[src/mccu_defines.svh]
`ifndef MCCU_DEFINES_SVH
`define MCCU_DEFINES_SVH

// ---------------------------------------------------------------------------
// Contention control unit sizing
// ---------------------------------------------------------------------------

// Number of monitored cores
`define MCCU_N_CORES 2

// Contention events reported by each core per cycle
`define MCCU_CORE_EVENTS 4

// Width of one core's quota register
`define MCCU_QUOTA_W 32

// Width of a single worst-case event weight
`define MCCU_WEIGHT_W 8

// Consumed sum is kept at double quota width so it never wraps
`define MCCU_SUM_W (2 * `MCCU_QUOTA_W)

`endif

[src/mccu_pkg.sv]
`default_nettype none

`include "mccu_defines.svh"

package mccu_pkg;

    // -----------------------------------------------------------------------
    // Scalar data types
    // -----------------------------------------------------------------------

    // Remaining quota of one core
    typedef logic [`MCCU_QUOTA_W-1:0] quota_t;
    // Worst-case contention of one event
    typedef logic [`MCCU_WEIGHT_W-1:0] weight_t;
    // Contention consumed by one core in one cycle
    typedef logic [`MCCU_SUM_W-1:0] ccc_sum_t;
    // Active events of one core, one bit per event
    typedef logic [`MCCU_CORE_EVENTS-1:0] core_events_t;

    // -----------------------------------------------------------------------
    // Per-core bundles
    // -----------------------------------------------------------------------

    // Weights of all events of one core, index matches the event bit
    typedef struct packed {
        weight_t [`MCCU_CORE_EVENTS-1:0] w;
    } core_weights_t;

    // Software quota load request
    typedef struct packed {
        logic   load;
        quota_t quota;
    } quota_cfg_t;

    // Consumed sums handed from accumulation to quota tracking
    typedef struct packed {
        ccc_sum_t [`MCCU_N_CORES-1:0] sum;
    } ccc_stage_t;

    // Per-core quota update, encoded as {enable, load}
    typedef enum logic [1:0] {
        QM_HOLD         = 2'b00,
        QM_LOAD         = 2'b01,
        QM_CONSUME      = 2'b10,
        QM_LOAD_CONSUME = 2'b11
    } quota_mode_e;

endpackage

`default_nettype wire

[src/mccu_event_accumulator.sv]
`timescale 1ns/1ps
`default_nettype none

`include "mccu_defines.svh"

// Stage one of the contention pipeline
// Turns each core's event vector into the contention consumed this cycle
module mccu_event_accumulator
    import mccu_pkg::*;
(
    input  wire logic          clk_i,
    input  wire logic          rstn_i,
    // Events seen by each core this cycle
    input  wire core_events_t  events_i  [`MCCU_N_CORES],
    // Software worst-case weights, already registered outside
    input  wire core_weights_t weights_i [`MCCU_N_CORES],
    // Registered per-core consumed sums towards quota tracking
    output ccc_stage_t         ccc_o
);

    // ------------------------------------------------------------------------
    // Event masking
    // ------------------------------------------------------------------------

    // Weight of each event, forced to zero when the event is idle
    weight_t    masked_w [`MCCU_N_CORES][`MCCU_CORE_EVENTS];
    // Combinational sum before the stage register
    ccc_stage_t ccc_d;

    always_comb begin
        for (int c = 0; c < `MCCU_N_CORES; c++) begin
            for (int e = 0; e < `MCCU_CORE_EVENTS; e++) begin
                // Inactive event contributes nothing
                masked_w[c][e] = events_i[c][e] ? weights_i[c].w[e] : '0;
            end
        end
    end

    // ------------------------------------------------------------------------
    // Per-core addition
    // ------------------------------------------------------------------------

    always_comb begin
        ccc_d = '0;
        for (int c = 0; c < `MCCU_N_CORES; c++) begin
            // Extend every weight to sum width before adding
            for (int e = 0; e < `MCCU_CORE_EVENTS; e++) begin
                ccc_d.sum[c] = ccc_d.sum[c] + ccc_sum_t'(masked_w[c][e]);
            end
        end
    end

    // ------------------------------------------------------------------------
    // Stage register
    // ------------------------------------------------------------------------

    // Sums are taken every cycle, enabled or not
    // Quota tracking decides whether they are charged
    always_ff @(posedge clk_i) begin
        if (!rstn_i) begin
            ccc_o <= '0;
        end else begin
            ccc_o <= ccc_d;
        end
    end

endmodule

`default_nettype wire

[src/mccu_quota_tracker.sv]
`timescale 1ns/1ps
`default_nettype none

`include "mccu_defines.svh"

// Stage two of the contention pipeline
// Holds the per-core quota, charges the consumed sums and raises overrun irqs
module mccu_quota_tracker
    import mccu_pkg::*;
(
    input  wire logic                     clk_i,
    input  wire logic                     rstn_i,
    // Charging and interrupts only happen while enabled
    input  wire logic                     enable_i,
    // Sums registered by the accumulator one cycle earlier
    input  wire ccc_stage_t               ccc_i,
    // Software quota loads, may coincide with charging
    input  wire quota_cfg_t               quota_cfg_i [`MCCU_N_CORES],
    // Remaining quota per core
    output quota_t                        quota_o     [`MCCU_N_CORES],
    // Sticky overrun interrupt per core
    output logic [`MCCU_N_CORES-1:0]      irq_quota_o
);

    // Quota registers
    quota_t                   quota_q [`MCCU_N_CORES];
    quota_t                   quota_d [`MCCU_N_CORES];
    // Update decision per core
    quota_mode_e              mode    [`MCCU_N_CORES];
    // Quota the charge is taken from, loaded or held
    quota_t                   base    [`MCCU_N_CORES];
    // Base minus sum, saturated at zero
    quota_t                   charged [`MCCU_N_CORES];
    // Sum beyond the quota held before the edge
    logic [`MCCU_N_CORES-1:0] overrun;
    // Sticky interrupt registers
    logic [`MCCU_N_CORES-1:0] irq_q;

    // ------------------------------------------------------------------------
    // Mode decode and saturating charge
    // ------------------------------------------------------------------------

    always_comb begin
        for (int c = 0; c < `MCCU_N_CORES; c++) begin
            mode[c] = quota_mode_e'({enable_i, quota_cfg_i[c].load});

            // New quota bypasses the register on a load
            base[c] = quota_cfg_i[c].load ? quota_cfg_i[c].quota : quota_q[c];

            // Compare at full sum width, upper sum bits mean a sure underflow
            if (ccc_i.sum[c] > ccc_sum_t'(base[c])) begin
                charged[c] = '0;
            end else begin
                charged[c] = base[c] - ccc_i.sum[c][`MCCU_QUOTA_W-1:0];
            end
        end
    end

    // Next quota value per mode
    always_comb begin
        for (int c = 0; c < `MCCU_N_CORES; c++) begin
            unique case (mode[c])
                QM_HOLD:         quota_d[c] = quota_q[c];
                QM_LOAD:         quota_d[c] = quota_cfg_i[c].quota;
                QM_CONSUME:      quota_d[c] = charged[c];
                QM_LOAD_CONSUME: quota_d[c] = charged[c];
                default:         quota_d[c] = quota_q[c];
            endcase
        end
    end

    always_ff @(posedge clk_i) begin
        if (!rstn_i) begin
            for (int c = 0; c < `MCCU_N_CORES; c++) begin
                quota_q[c] <= '0;
            end
        end else begin
            for (int c = 0; c < `MCCU_N_CORES; c++) begin
                quota_q[c] <= quota_d[c];
            end
        end
    end

    assign quota_o = quota_q;

    // ------------------------------------------------------------------------
    // Overrun interrupt
    // ------------------------------------------------------------------------

    // Against the held quota only, a load this cycle does not mask an overrun
    always_comb begin
        for (int c = 0; c < `MCCU_N_CORES; c++) begin
            overrun[c] = ccc_i.sum[c] > ccc_sum_t'(quota_q[c]);
        end
    end

    // Set on overrun while enabled, stays set until the unit is disabled
    always_ff @(posedge clk_i) begin
        if (!rstn_i) begin
            irq_q <= '0;
        end else if (enable_i) begin
            irq_q <= irq_q | overrun;
        end else begin
            irq_q <= '0;
        end
    end

    // Drop the line at once when disabled or held in reset
    assign irq_quota_o = (enable_i && rstn_i) ? irq_q : '0;

endmodule

`default_nettype wire

[src/mccu_top.sv]
`timescale 1ns/1ps
`default_nettype none

`include "mccu_defines.svh"

// Maximum-contention control unit
// Events sampled at one edge are charged to the quota at the next edge
module mccu_top
    import mccu_pkg::*;
(
    input  wire logic                     clk_i,
    // Synchronous, active low
    input  wire logic                     rstn_i,
    // Allows charging and interrupts
    input  wire logic                     enable_i,
    // Contention events per core
    input  wire core_events_t             events_i    [`MCCU_N_CORES],
    // Worst-case event weights per core
    input  wire core_weights_t            weights_i   [`MCCU_N_CORES],
    // Quota load requests per core
    input  wire quota_cfg_t               quota_cfg_i [`MCCU_N_CORES],
    // Remaining quota per core
    output quota_t                        quota_o     [`MCCU_N_CORES],
    // Quota overrun interrupt per core
    output logic [`MCCU_N_CORES-1:0]      irq_quota_o
);

    // ------------------------------------------------------------------------
    // Pipeline link
    // ------------------------------------------------------------------------

    // Registered consumed sums, one per core
    ccc_stage_t ccc_stage;

    // ------------------------------------------------------------------------
    // Stage one, event accumulation
    // ------------------------------------------------------------------------

    mccu_event_accumulator u_event_accumulator (
        .clk_i     (clk_i),
        .rstn_i    (rstn_i),
        .events_i  (events_i),
        .weights_i (weights_i),
        .ccc_o     (ccc_stage)
    );

    // ------------------------------------------------------------------------
    // Stage two, quota tracking
    // ------------------------------------------------------------------------

    mccu_quota_tracker u_quota_tracker (
        .clk_i       (clk_i),
        .rstn_i      (rstn_i),
        .enable_i    (enable_i),
        .ccc_i       (ccc_stage),
        .quota_cfg_i (quota_cfg_i),
        .quota_o     (quota_o),
        .irq_quota_o (irq_quota_o)
    );

endmodule

`default_nettype wire

[config.mk]
export PLATFORM = sky130hd
export DESIGN_NAME = mccu_top
export DESIGN_NICKNAME = d
export VERILOG_FILES = /design/src/mccu_pkg.sv /design/src/mccu_event_accumulator.sv /design/src/mccu_quota_tracker.sv /design/src/mccu_top.sv
export VERILOG_INCLUDE_DIRS = /design/src
export SDC_FILE = /design/constraint.sdc
export NUM_CORES = 1
export LEC_CHECK = 0
export ABC_AREA = 1
export ABC_CLOCK_PERIOD_IN_PS = 12200
export BUFFER_PORTS_ARGS = -buffer_cell sky130_fd_sc_hd__buf_2
export CAP_MARGIN = 20
export CORE_ASPECT_RATIO = 0.6
export CORE_UTILIZATION = 49
export CTS_CLUSTER_SIZE = 10
export DETAILED_ROUTE_END_ITERATION = 10
export GPL_ROUTABILITY_DRIVEN = 0
export PLACE_DENSITY = 0.78
export SLEW_MARGIN = 20
export SYNTH_ARGS = -nofsm -noshare
export SYNTH_HDL_FRONTEND = slang
export SYNTH_SLANG_ARGS = --single-unit
[constraint.sdc]
create_clock -name clk_i -period 12.2 [get_ports clk_i]
set_clock_uncertainty 0.15 [all_clocks]
set_input_delay 3.05 -clock clk_i [delete_from_list [all_inputs] [get_ports clk_i]]
set_output_delay 3.05 -clock clk_i [all_outputs]
set_load 0.01 [all_outputs]
==> impl_metrics.yaml, run 1 <==
synthesis:
  syn_nets: 1961
  postSynthCellCount: 1706
  ys.warnings.count: 0
  syn-mean-instance-area_um2: 5.87
  ys_seq_area_share_pct: 17.2
  ys_seq_elements: 86
  syn_area_mm2: 0.0100
  synth_cell_type_count: 40
clock_network:
  cts_tree: "yes"
  root_buffer: "clkbuf_16"
  cts.repair.resized: 0
  post-cts-setup-buffers: 0
  numCtsBuffers: 9
  hold_buffers: 0
  cts.path.max_buffers: 2
  htreeDepth: 3
  clk_pin_slew_worst_paths_ps: 60
  cts.sinks: 86
  insertion_delay_ps: 340
floorplan:
  pin_count: 207
  start_util_pct: 50.1
  die-area_mm2: 0.0210
  fp-row-count: 40
  die_w_um: 187
  chipHeight_um: 113
  core_mm2: 0.0200
sta:
  fin_crit_sh_pct: 62.1
  max_slew_margin_pct: 41.8
  finalHoldViolCount: 0
  tightest_slew_ps: 872
  max_freq_mhz: 132
  drv_slew: 0
  setup_tns_ps: 0
  rsz0062_at_grt: "false"
  final.min_clock_period_ps: 7570
  finalWorstSetupSlack_ps: 4630
  setup_viol: 0
grt:
  grt_use_total_pct: 27.8
  grt_pass1_wl_mm: 48.3
  grt_pass1_vias: 10300
  grt_max_degree: 75
  antenna_found_initial: 0
  overflow: 0
setup_path:
  startpoint_type: "input pin"
  end_kind: "primary output"
  crit_arrival_ps: 4370
  cp.required_ps: 9000
  crit_type: "input pin to primary output"
  cp_max_fo: 74
cells_and_area:
  drive_above_1_share_pct: 15.0
  num_antenna_cells: 0
  stdcell_count: 2159
  fillers: 2017
  nNetsFinal: 2136
  area_growth_syn_to_layout_pct: 14.7
power_and_ir_drop:
  vdd.ir_drop.worst_mv: 0.0716
  power.leakage_uw: 0.00667
  powerDensity_mw_per_mm2: 120
drt:
  finalWirelength_mm: 29.6
  first_pass_iters: 8
  vias: 11100
  wire_per_inst_um: 13.7
  ant_nets: 0
  drc: 0
  via_per_inst: 5.16
  first_iter_violations: 1077
placed_design:
  io_buffers: 206
  place_ws_ps: 4660
  dp_hpwl_mm: 23.4
  dp_cells: 2143
job:
  maxCapViolations: 0
outcome:
  status: "complete, no violations"
hold_path:
  hold_class: "flip-flop to flip-flop"
cells by family (layout without fill, tap and decap cells):
kind of cell / after synthesis / in the layout / share of synthesized area (%)
flops: 86 / 86 / 17.2
simple gates: 898 / 898 / 38.8
buf+inv: 376 / 556 / 14.9
fa+ha+maj: 114 / 114 / 15.9
compound gates: 199 / 199 / 10.4
xor+xnor: 33 / 33 / 2.88
worst paths after layout:
kind | from | end | slack (ps) | cells after the start
setup / recovery | enable_i | irq_quota_o[0] | 4630 | 5
hold reg to reg | u_quota_tracker.irq_q[1]$_SDFF_PN0_ | u_quota_tracker.irq_q[1]$_SDFF_PN0_ | 330 | 2
setup reg to reg | u_quota_tracker.quota_o[0]$_SDFFE_PN0P_ | u_quota_tracker.quota_o[12]$_SDFFE_PN0P_ | 9380 | 12
hold / removal | u_quota_tracker.irq_q[1]$_SDFF_PN0_ | u_quota_tracker.irq_q[1]$_SDFF_PN0_ | 330 | 2
layout make-up:
| class | count | area [um2] | area share (%) |
|---|---|---|---|
| repair buffers | 211 | 1070 | 9.30 |
| inverters | 329 | 1240 | 10.8 |
| clock inverters | 5 | 83.8 | 0.729 |
| well taps | 273 | 342 | 2.97 |
| flip-flops and latches | 86 | 1720 | 15.0 |
| multi-input cells | 1244 | 6810 | 59.2 |
| clock buffers | 11 | 233 | 2.02 |
worst max-delay path, stage by stage:
cell and delay, ps:
buf_2 80, buf_4 630, nand2_1 310, nor2_1 160, buf_2 150
registers in the layout, summed over array words and instances, names as in the netlist:
register and count:
u_quota_tracker.irq_q 2, u_quota_tracker.quota_o 64, u_event_accumulator.ccc_o 20
through the flow:
step	cell area (um2)	hold slack [ps]	total power, uW	utilization [%]
floorplan	10000	301	871	-
global placement	11200	319	1050	55.8
detailed placement	11200	322	1060	55.8
CTS	11500	331	1370	57.4
global route	11500	354	1490	57.4
finish	11500	333	1380	57.4
power breakdown:
part           internal (uW)  switching (uW)
logic                    257             463
clock network            180             121
registers                322            35.9
synthesized netlist by cell type:
master    count  area, um2
xor2_1       26        228
o21ai_1       6       30.0
nand3_2      11        110
o21a_1        2       15.0
buf_6         8       90.1
clkbuf_1     29        109
or2_2        21        131
nand2_2       5       31.3
a31oi_1       3       18.8
a211oi_1      1       7.51
buf_1         2       7.51
inv_6         1       8.76
nor4_1        5       31.3
nor2_4        2       22.5
a21o_1        2       15.0
nor2_1      145        544
inv_1       326       1220
nand4_1      46        288
xnor2_1       7       61.3
ha_1         92       1150
fa_1         22        440
nand4_4       2       42.5
buf_4         3       22.5
nand3_4       1       17.5
nand2_1     532       2000
inv_2         2       7.51
nor2_2       11       68.8
a21oi_1     104        521
nand3b_1      5       37.5
nand3_1      98        490
o21bai_1      3       22.5
and2_1        1       6.26
o21ai_0      71        355
buf_2         5       25.0
a21boi_0      1       7.51
nor3_1       13       65.1
o21ai_2       1       8.76
dfxtp_1      86       1720
o211ai_1      3       22.5
o311ai_0      2       17.5
layout by cell type (no fill, tap or decap), types with 3 or more instances in the layout:
| master | count |
|---|---|
| or2_2 | 21 |
| buf_4 | 5 |
| nand4_1 | 46 |
| buf_2 | 206 |
| o21ai_1 | 6 |
| fa_1 | 22 |
| o21ai_0 | 71 |
| clkbuf_16 | 9 |
| nand3_1 | 98 |
| nand2_2 | 5 |
| nand3b_1 | 5 |
| xnor2_1 | 7 |
| o211ai_1 | 3 |
| nand2_1 | 532 |
| ha_1 | 92 |
| nor2_1 | 145 |
| dfxtp_1 | 86 |
| a31oi_1 | 3 |
| nand3_2 | 11 |
| inv_1 | 326 |
| o21bai_1 | 3 |
| nor3_1 | 13 |
| nor2_2 | 11 |
| a21oi_1 | 104 |
| xor2_1 | 26 |
| nor4_1 | 5 |
metal layers:
| layer | vias up | track usage [%] | wire length [um] | part of all wire (%) |
|---|---|---|---|---|
| li1 | 5654 | - | - | - |
| met2 | 516 | 43.6 | 12200 | 41 |
| met5 | - | 0 | 0 | 0 |
| met4 | 0 | 8.36 | 624 | 2.1 |
| met1 | 4914 | 39.3 | 14000 | 47 |
| met3 | 54 | 4.53 | 2840 | 9.6 |
(Power assumes the default switching activity.)
==> inputs of run 2 (changes only) <==
Settings changed: ABC_CLOCK_PERIOD_IN_PS 12200 to 7000.
Clock period 12.2 ns to 7 ns, I/O delays scaled along.
==> impl_metrics.yaml, run 2 (synthesis results as in run 1) <==
cells_and_area:
  final_common_cell: "nand2_1"
  area_growth_syn_to_layout_pct: 14.7
  regArea_mm2: 0.00172
  fillers: 2038
  final_cell_mix: "532 x nand2_1, 326 x inv_1, 206 x buf_2"
  final_area_mm2: 0.0115
  nNetsFinal: 2135
  largest_register_ffs: 64
  multi_input_area_mm2: 0.00681
  drive_above_1_share_pct: 14.9
sta:
  finalHoldViolCount: 0
  max_slew_margin_pct: 42.0
  drv_slew: 0
  setup_tns_ps: 0
  tightest_slew_ps: 869
  rsz0062_at_grt: "false"
  final.min_clock_period_ps: 5480
  max_freq_mhz: 183
  setup_viol: 0
  fin_crit_sh_pct: 78.3
grt:
  grt_use_total_pct: 28.9
  grt_pass1_vias: 10500
  antenna_found_initial: 1
  grt_pass1_wl_mm: 50.1
  grt_max_degree: 74
  overflow: 0
floorplan:
  chipHeight_um: 113
  pin_count: 207
  core_mm2: 0.0200
  fp-row-count: 40
  start_util_pct: 50.1
  die-area_mm2: 0.0210
  die_w_um: 187
setup_path:
  r2r_end: "u_quota_tracker.quota_o[12]$_SDFFE_PN0P_"
  worstReg2RegStart: "u_quota_tracker.quota_o[0]$_SDFFE_PN0P_"
  end_kind: "flip-flop"
  cp.required_ps: 7140
  crit_type: "input pin to flip-flop"
  startpoint_type: "input pin"
  r2r_slack_ps: 4060
  crit_arrival_ps: 5620
  reg2reg_depth: 12
  cp_max_fo: 50
  crit_start: "quota_cfg_i[32]"
drt:
  finalWirelength_mm: 30.2
  first_pass_iters: 6
  drc: 0
  ant_nets: 0
  first_iter_violations: 1133
  vias: 11100
  wire_per_inst_um: 14.0
  via_per_inst: 5.16
clock_network:
  cts.sinks: 86
  clk_pin_slew_worst_paths_ps: 70
  htreeDepth: 3
  numCtsBuffers: 9
  hold_buffers: 0
  cts_tree: "yes"
  post-cts-setup-buffers: 0
  insertion_delay_ps: 350
  root_buffer: "clkbuf_16"
  cts.path.max_buffers: 2
  cts.repair.resized: 0
job:
  maxCapViolations: 0
placed_design:
  io_buffers: 206
  dp_hpwl_mm: 23.9
  dpl_cell_area_mm2: 0.0112
hold_path:
  min_to: "u_quota_tracker.irq_q[1]$_SDFF_PN0_"
  holdCritStartpoint: "u_quota_tracker.irq_q[1]$_SDFF_PN0_"
  hold_class: "flip-flop to flip-flop"
  min_path_cells: 2
power_and_ir_drop:
  vdd.ir_drop.worst_mv: 0.136
  powerDensity_mw_per_mm2: 211
  power.leakage_uw: 0.00667
outcome:
  status: "complete, no violations"
==> run 2: worst max-delay path by stage <==
stage | end | slack, ps | cells past startpoint
after CTS | u_quota_tracker.quota_o[7]$_SDFFE_PN0P_ | 1730 | 15
after global routing | u_quota_tracker.quota_o[28]$_SDFFE_PN0P_ | 1280 | 16
after detailed placement | u_quota_tracker.quota_o[7]$_SDFFE_PN0P_ | 1390 | 15
after global placement | u_quota_tracker.quota_o[12]$_SDFFE_PN0P_ | 1510 | 15
final | u_quota_tracker.quota_o[12]$_SDFFE_PN0P_ | 1520 | 15
after floorplan | u_event_accumulator.ccc_o[72]$_SDFF_PN0_ | 2140 | 18
==> run 2: per-layer routing <==
| layer | GRT usage [%] | up-vias | share of wire, % |
|---|---|---|---|
| met4 | 7.70 | 0 | 1.5 |
| met1 | 40.7 | 4934 | 47 |
| met5 | 0 | - | 0 |
| li1 | - | 5648 | - |
| met3 | 5.68 | 44 | 10 |
| met2 | 45.2 | 518 | 41 |
==> run 2: per-stage QoR <==
step | utilization, % | setup WS, ps | cells | hold WS, ps | total power, uW
5_1_grt | 57.4 | 1280 | 2159 | 361 | 2620
2_1_floorplan | - | 2140 | 1706 | 301 | 1520
3_5_place_dp | 55.8 | 1390 | 2142 | 332 | 1860
6_report | 57.4 | 1520 | 2159 | 331 | 2420
4_1_cts | 57.4 | 1730 | 2158 | 339 | 2400
3_3_place_gp | 55.8 | 1510 | 2142 | 319 | 1830
==> run 2: final cells by class <==
cell class | instances | share of cell area, %
Timing Repair Buffer | 210 | 9.23
Antenna cell | 1 | 0.0218
Multi-Input combinational cell | 1244 | 59.2
Clock inverter | 3 | 0.588
Sequential cell | 86 | 15.0
Clock buffer | 13 | 2.18
Inverter | 329 | 10.8
Tap cell | 273 | 2.97
==> run 2: report_power, final <==
group | leakage [uW] | switching, uW | internal [uW] | total [uW]
combinational | 0.00581 | 810 | 447 | 1260
clock | 0.000150 | 212 | 324 | 535
sequential | 0.000714 | 64.3 | 562 | 626
==> run 2: critical path, stage by stage <==
cell     delay [ps]
buf_2           650
inv_2           530
or2_2           430
o21ai_0         130
ha_1            240
inv_1           100
fa_1            450
nand3_1         100
nand3_1         140
nand2_1          90
nand2_1         140
a21oi_1         410
nand2_1         150
xor2_1          180
nor2_1          110
==> inputs of run 3 (changes only) <==
Settings changed: ABC_AREA 1 to 0, ABC_CLOCK_PERIOD_IN_PS 7000 to 4600, PLACE_DENSITY 0.78 to 0.82.
Clock period 7 ns to 4.6 ns, I/O delays scaled along.
==> impl_metrics.yaml, run 3 <==
outcome:
  status: "complete, no violations"
cells_and_area:
  final_cell_mix: "206 x buf_2, 105 x inv_1, 101 x nor2_1"
  final_area_mm2: 0.0103
  regArea_mm2: 0.00172
  largest_register_ffs: 64
  drive_above_1_share_pct: 20.7
  multi_input_area_mm2: 0.00635
  fin_util_pct: 59.9
  stdcell_count: 1524
  fillers: 1575
  final_common_cell: "buf_2"
  area_growth_syn_to_layout_pct: 19.3
  nNetsFinal: 1538
synthesis:
  synth_common_cells: "105 x inv_1, 101 x nor2_1, 92 x ha_1"
  synth_most_common_cell: "inv_1"
  syn_nets: 1332
  syn_area_mm2: 0.00860
  syn-mean-instance-area_um2: 7.98
  ys_seq_elements: 86
  ys.warnings.count: 0
  async_flop_share_pct: 0
  postSynthCellCount: 1077
  synth_top_area_share_pct: 20.0
  synth_cell_type_count: 69
  ys.flop_type: "dfxtp_1"
  yosysTopAreaCell: "dfxtp_1"
  synth_edf_count: 0
  ys_seq_area_share_pct: 20.0
  synthTopCellsByArea: "dfxtp_1 20%, ha_1 13%, mux2i_1 7.0%"
drt:
  wire_per_inst_um: 16.6
  finalWirelength_mm: 25.3
  first_pass_iters: 5
  vias: 8738
  first_iter_violations: 888
  drc: 0
  via_per_inst: 5.73
  ant_nets: 0
setup_path:
  critPathMaxStageDelay_ps: 560
  path_buf_inv: 2
  crit_arrival_ps: 4540
  startpoint_type: "input pin"
  path_depth: 14
  end_kind: "flip-flop"
  crit_family: "adder cells"
  worstReg2RegStart: "u_quota_tracker.quota_o[0]$_SDFFE_PN0P_"
  reg2reg_depth: 10
  cp_max_fo: 8
  crit_type: "input pin to flip-flop"
  cp.required_ps: 4720
  crit_chain: "buf_2 -> and2_1 -> ha_1 -> fa_1 -> xnor2_1 -> fa_1 -> inv_1 -> ha_1 -> a21o_1 -> a21oi_1 -> o21ai_1 -> a2111oi_2 -> or3_1 -> mux2i_1"
  critPathSlowestCell: "fa_1"
  crit_start: "events_i[1]"
placed_design:
  dp_cells: 1506
  dp_hpwl_mm: 20.5
  dpl_cell_area_mm2: 0.00998
  io_buffers: 206
hold_path:
  min_path_cells: 2
  hold_class: "flip-flop to flip-flop"
  holdCritStartpoint: "u_quota_tracker.irq_q[1]$_SDFF_PN0_"
clock_network:
  clk_pin_slew_worst_paths_ps: 60
  cts.path.max_buffers: 2
  root_buffer: "clkbuf_16"
  cts.sinks: 86
  numCtsBuffers: 9
  cts_tree: "yes"
  insertion_delay_ps: 350
  htreeDepth: 3
grt:
  grt_use_total_pct: 28.3
  overflow: 0
  antenna_found_initial: 2
  grt_pass1_vias: 8431
  grt_pass1_wl_mm: 41.7
  grt_max_degree: 54
sta:
  setup_viol: 0
  setup_tns_ps: 0
  fin_crit_sh_pct: 96.2
  finalHoldViolCount: 0
  tightest_slew_ps: 765
  drv_slew: 0
  max_slew_margin_pct: 47.7
  max_freq_mhz: 226
  final.min_clock_period_ps: 4430
  rsz0062_at_grt: "false"
power_and_ir_drop:
  powerDensity_mw_per_mm2: 359
  p_switching_uw: 1610
  p_comb_share_pct: 54.5
  pwr-share-clk_pct: 18.5
  vdd.ir_drop.worst_mv: 0.222
  swShare_pct: 43.6
  power.leakage_uw: 0.00497
  seqPwrFrac_pct: 27.0
  intPower_uw: 2080
  total_power_uw: 3690
job:
  maxCapViolations: 0
floorplan:
  die-area_mm2: 0.0181
  fp-row-count: 37
  die_w_um: 173
  chipHeight_um: 105
  pin_count: 207
  core_mm2: 0.0171
  start_util_pct: 50.2
[run 3: cell types whose count changed after synthesis, sizes merged, moves of 46 or more]
cell	change
nand3	-99
and2	+52
nor2	-57
mux2i	+60
a21oi	-46
inv	-224
nand2	-486
[run 3: repair_timing]
item,in CTS,in global routing
endpoints found under the hold margin,0,0
buffers inserted,0,0
hold buffers,0,0
endpoints found under the setup margin,0,1
resized for setup,0,3
[run 3: path summary, 6_finish.rpt]
kind | slack [ps] | to
setup reg to reg | 1220 | u_quota_tracker.quota_o[28]$_SDFFE_PN0P_
hold reg to reg | 470 | u_quota_tracker.irq_q[1]$_SDFF_PN0_
setup / recovery | 170 | u_event_accumulator.ccc_o[72]$_SDFF_PN0_
hold / removal | 470 | u_quota_tracker.irq_q[1]$_SDFF_PN0_
[run 3: final cells by class]
class | count | share of cell area [%]
multi-input cells | 853 | 61.9
flip-flops and latches | 86 | 16.8
repair buffers | 228 | 11.9
inverters | 105 | 3.84
well taps | 234 | 2.85
clock buffers | 10 | 2.23
clock inverters | 6 | 0.378
diodes | 2 | 0.0488
[run 3: kinds of logic after synthesis]
logic type	count (synthesis)	share of synthesized area, %
buffers and inverters	138	6.29
DFF	86	20.0
AOI/OAI and AO/OA	216	16.7
adders and majority gates	114	18.5
and+or+nand+nor	404	25.3
xor gates and xnor gates	53	5.40
muxes	66	7.77
[run 3: stage by stage]
step	setup WS [ps]	hold WS [ps]
floorplan	47.6	480
global placement	-6.96	433
detailed placement	-321	460
CTS	18.9	480
global route	11.5	500
finish	174	467
[run 3: power groups by stage]
stage	logic, uW	registers (uW)	clock network (uW)
global route	2230	1010	718
finish	2010	997	682
floorplan	1370	1010	0
detailed placement	1940	1010	0
global placement	1880	1010	0
CTS	1970	992	691
[run 3: worst min-delay path, cell delays in order (launching register included)]
cell      delay [ps]
dfxtp_1          300
and3_1           170
o21bai_1         110
[run 3: per-layer routing]
layer,vias to the layer above,global-route usage [%],wire length (um)
li1,4252,-,-
met3,46,6.40,2200
met5,-,0,0
met4,0,7.27,449
met2,402,43.0,10600
met1,4038,40.2,12000
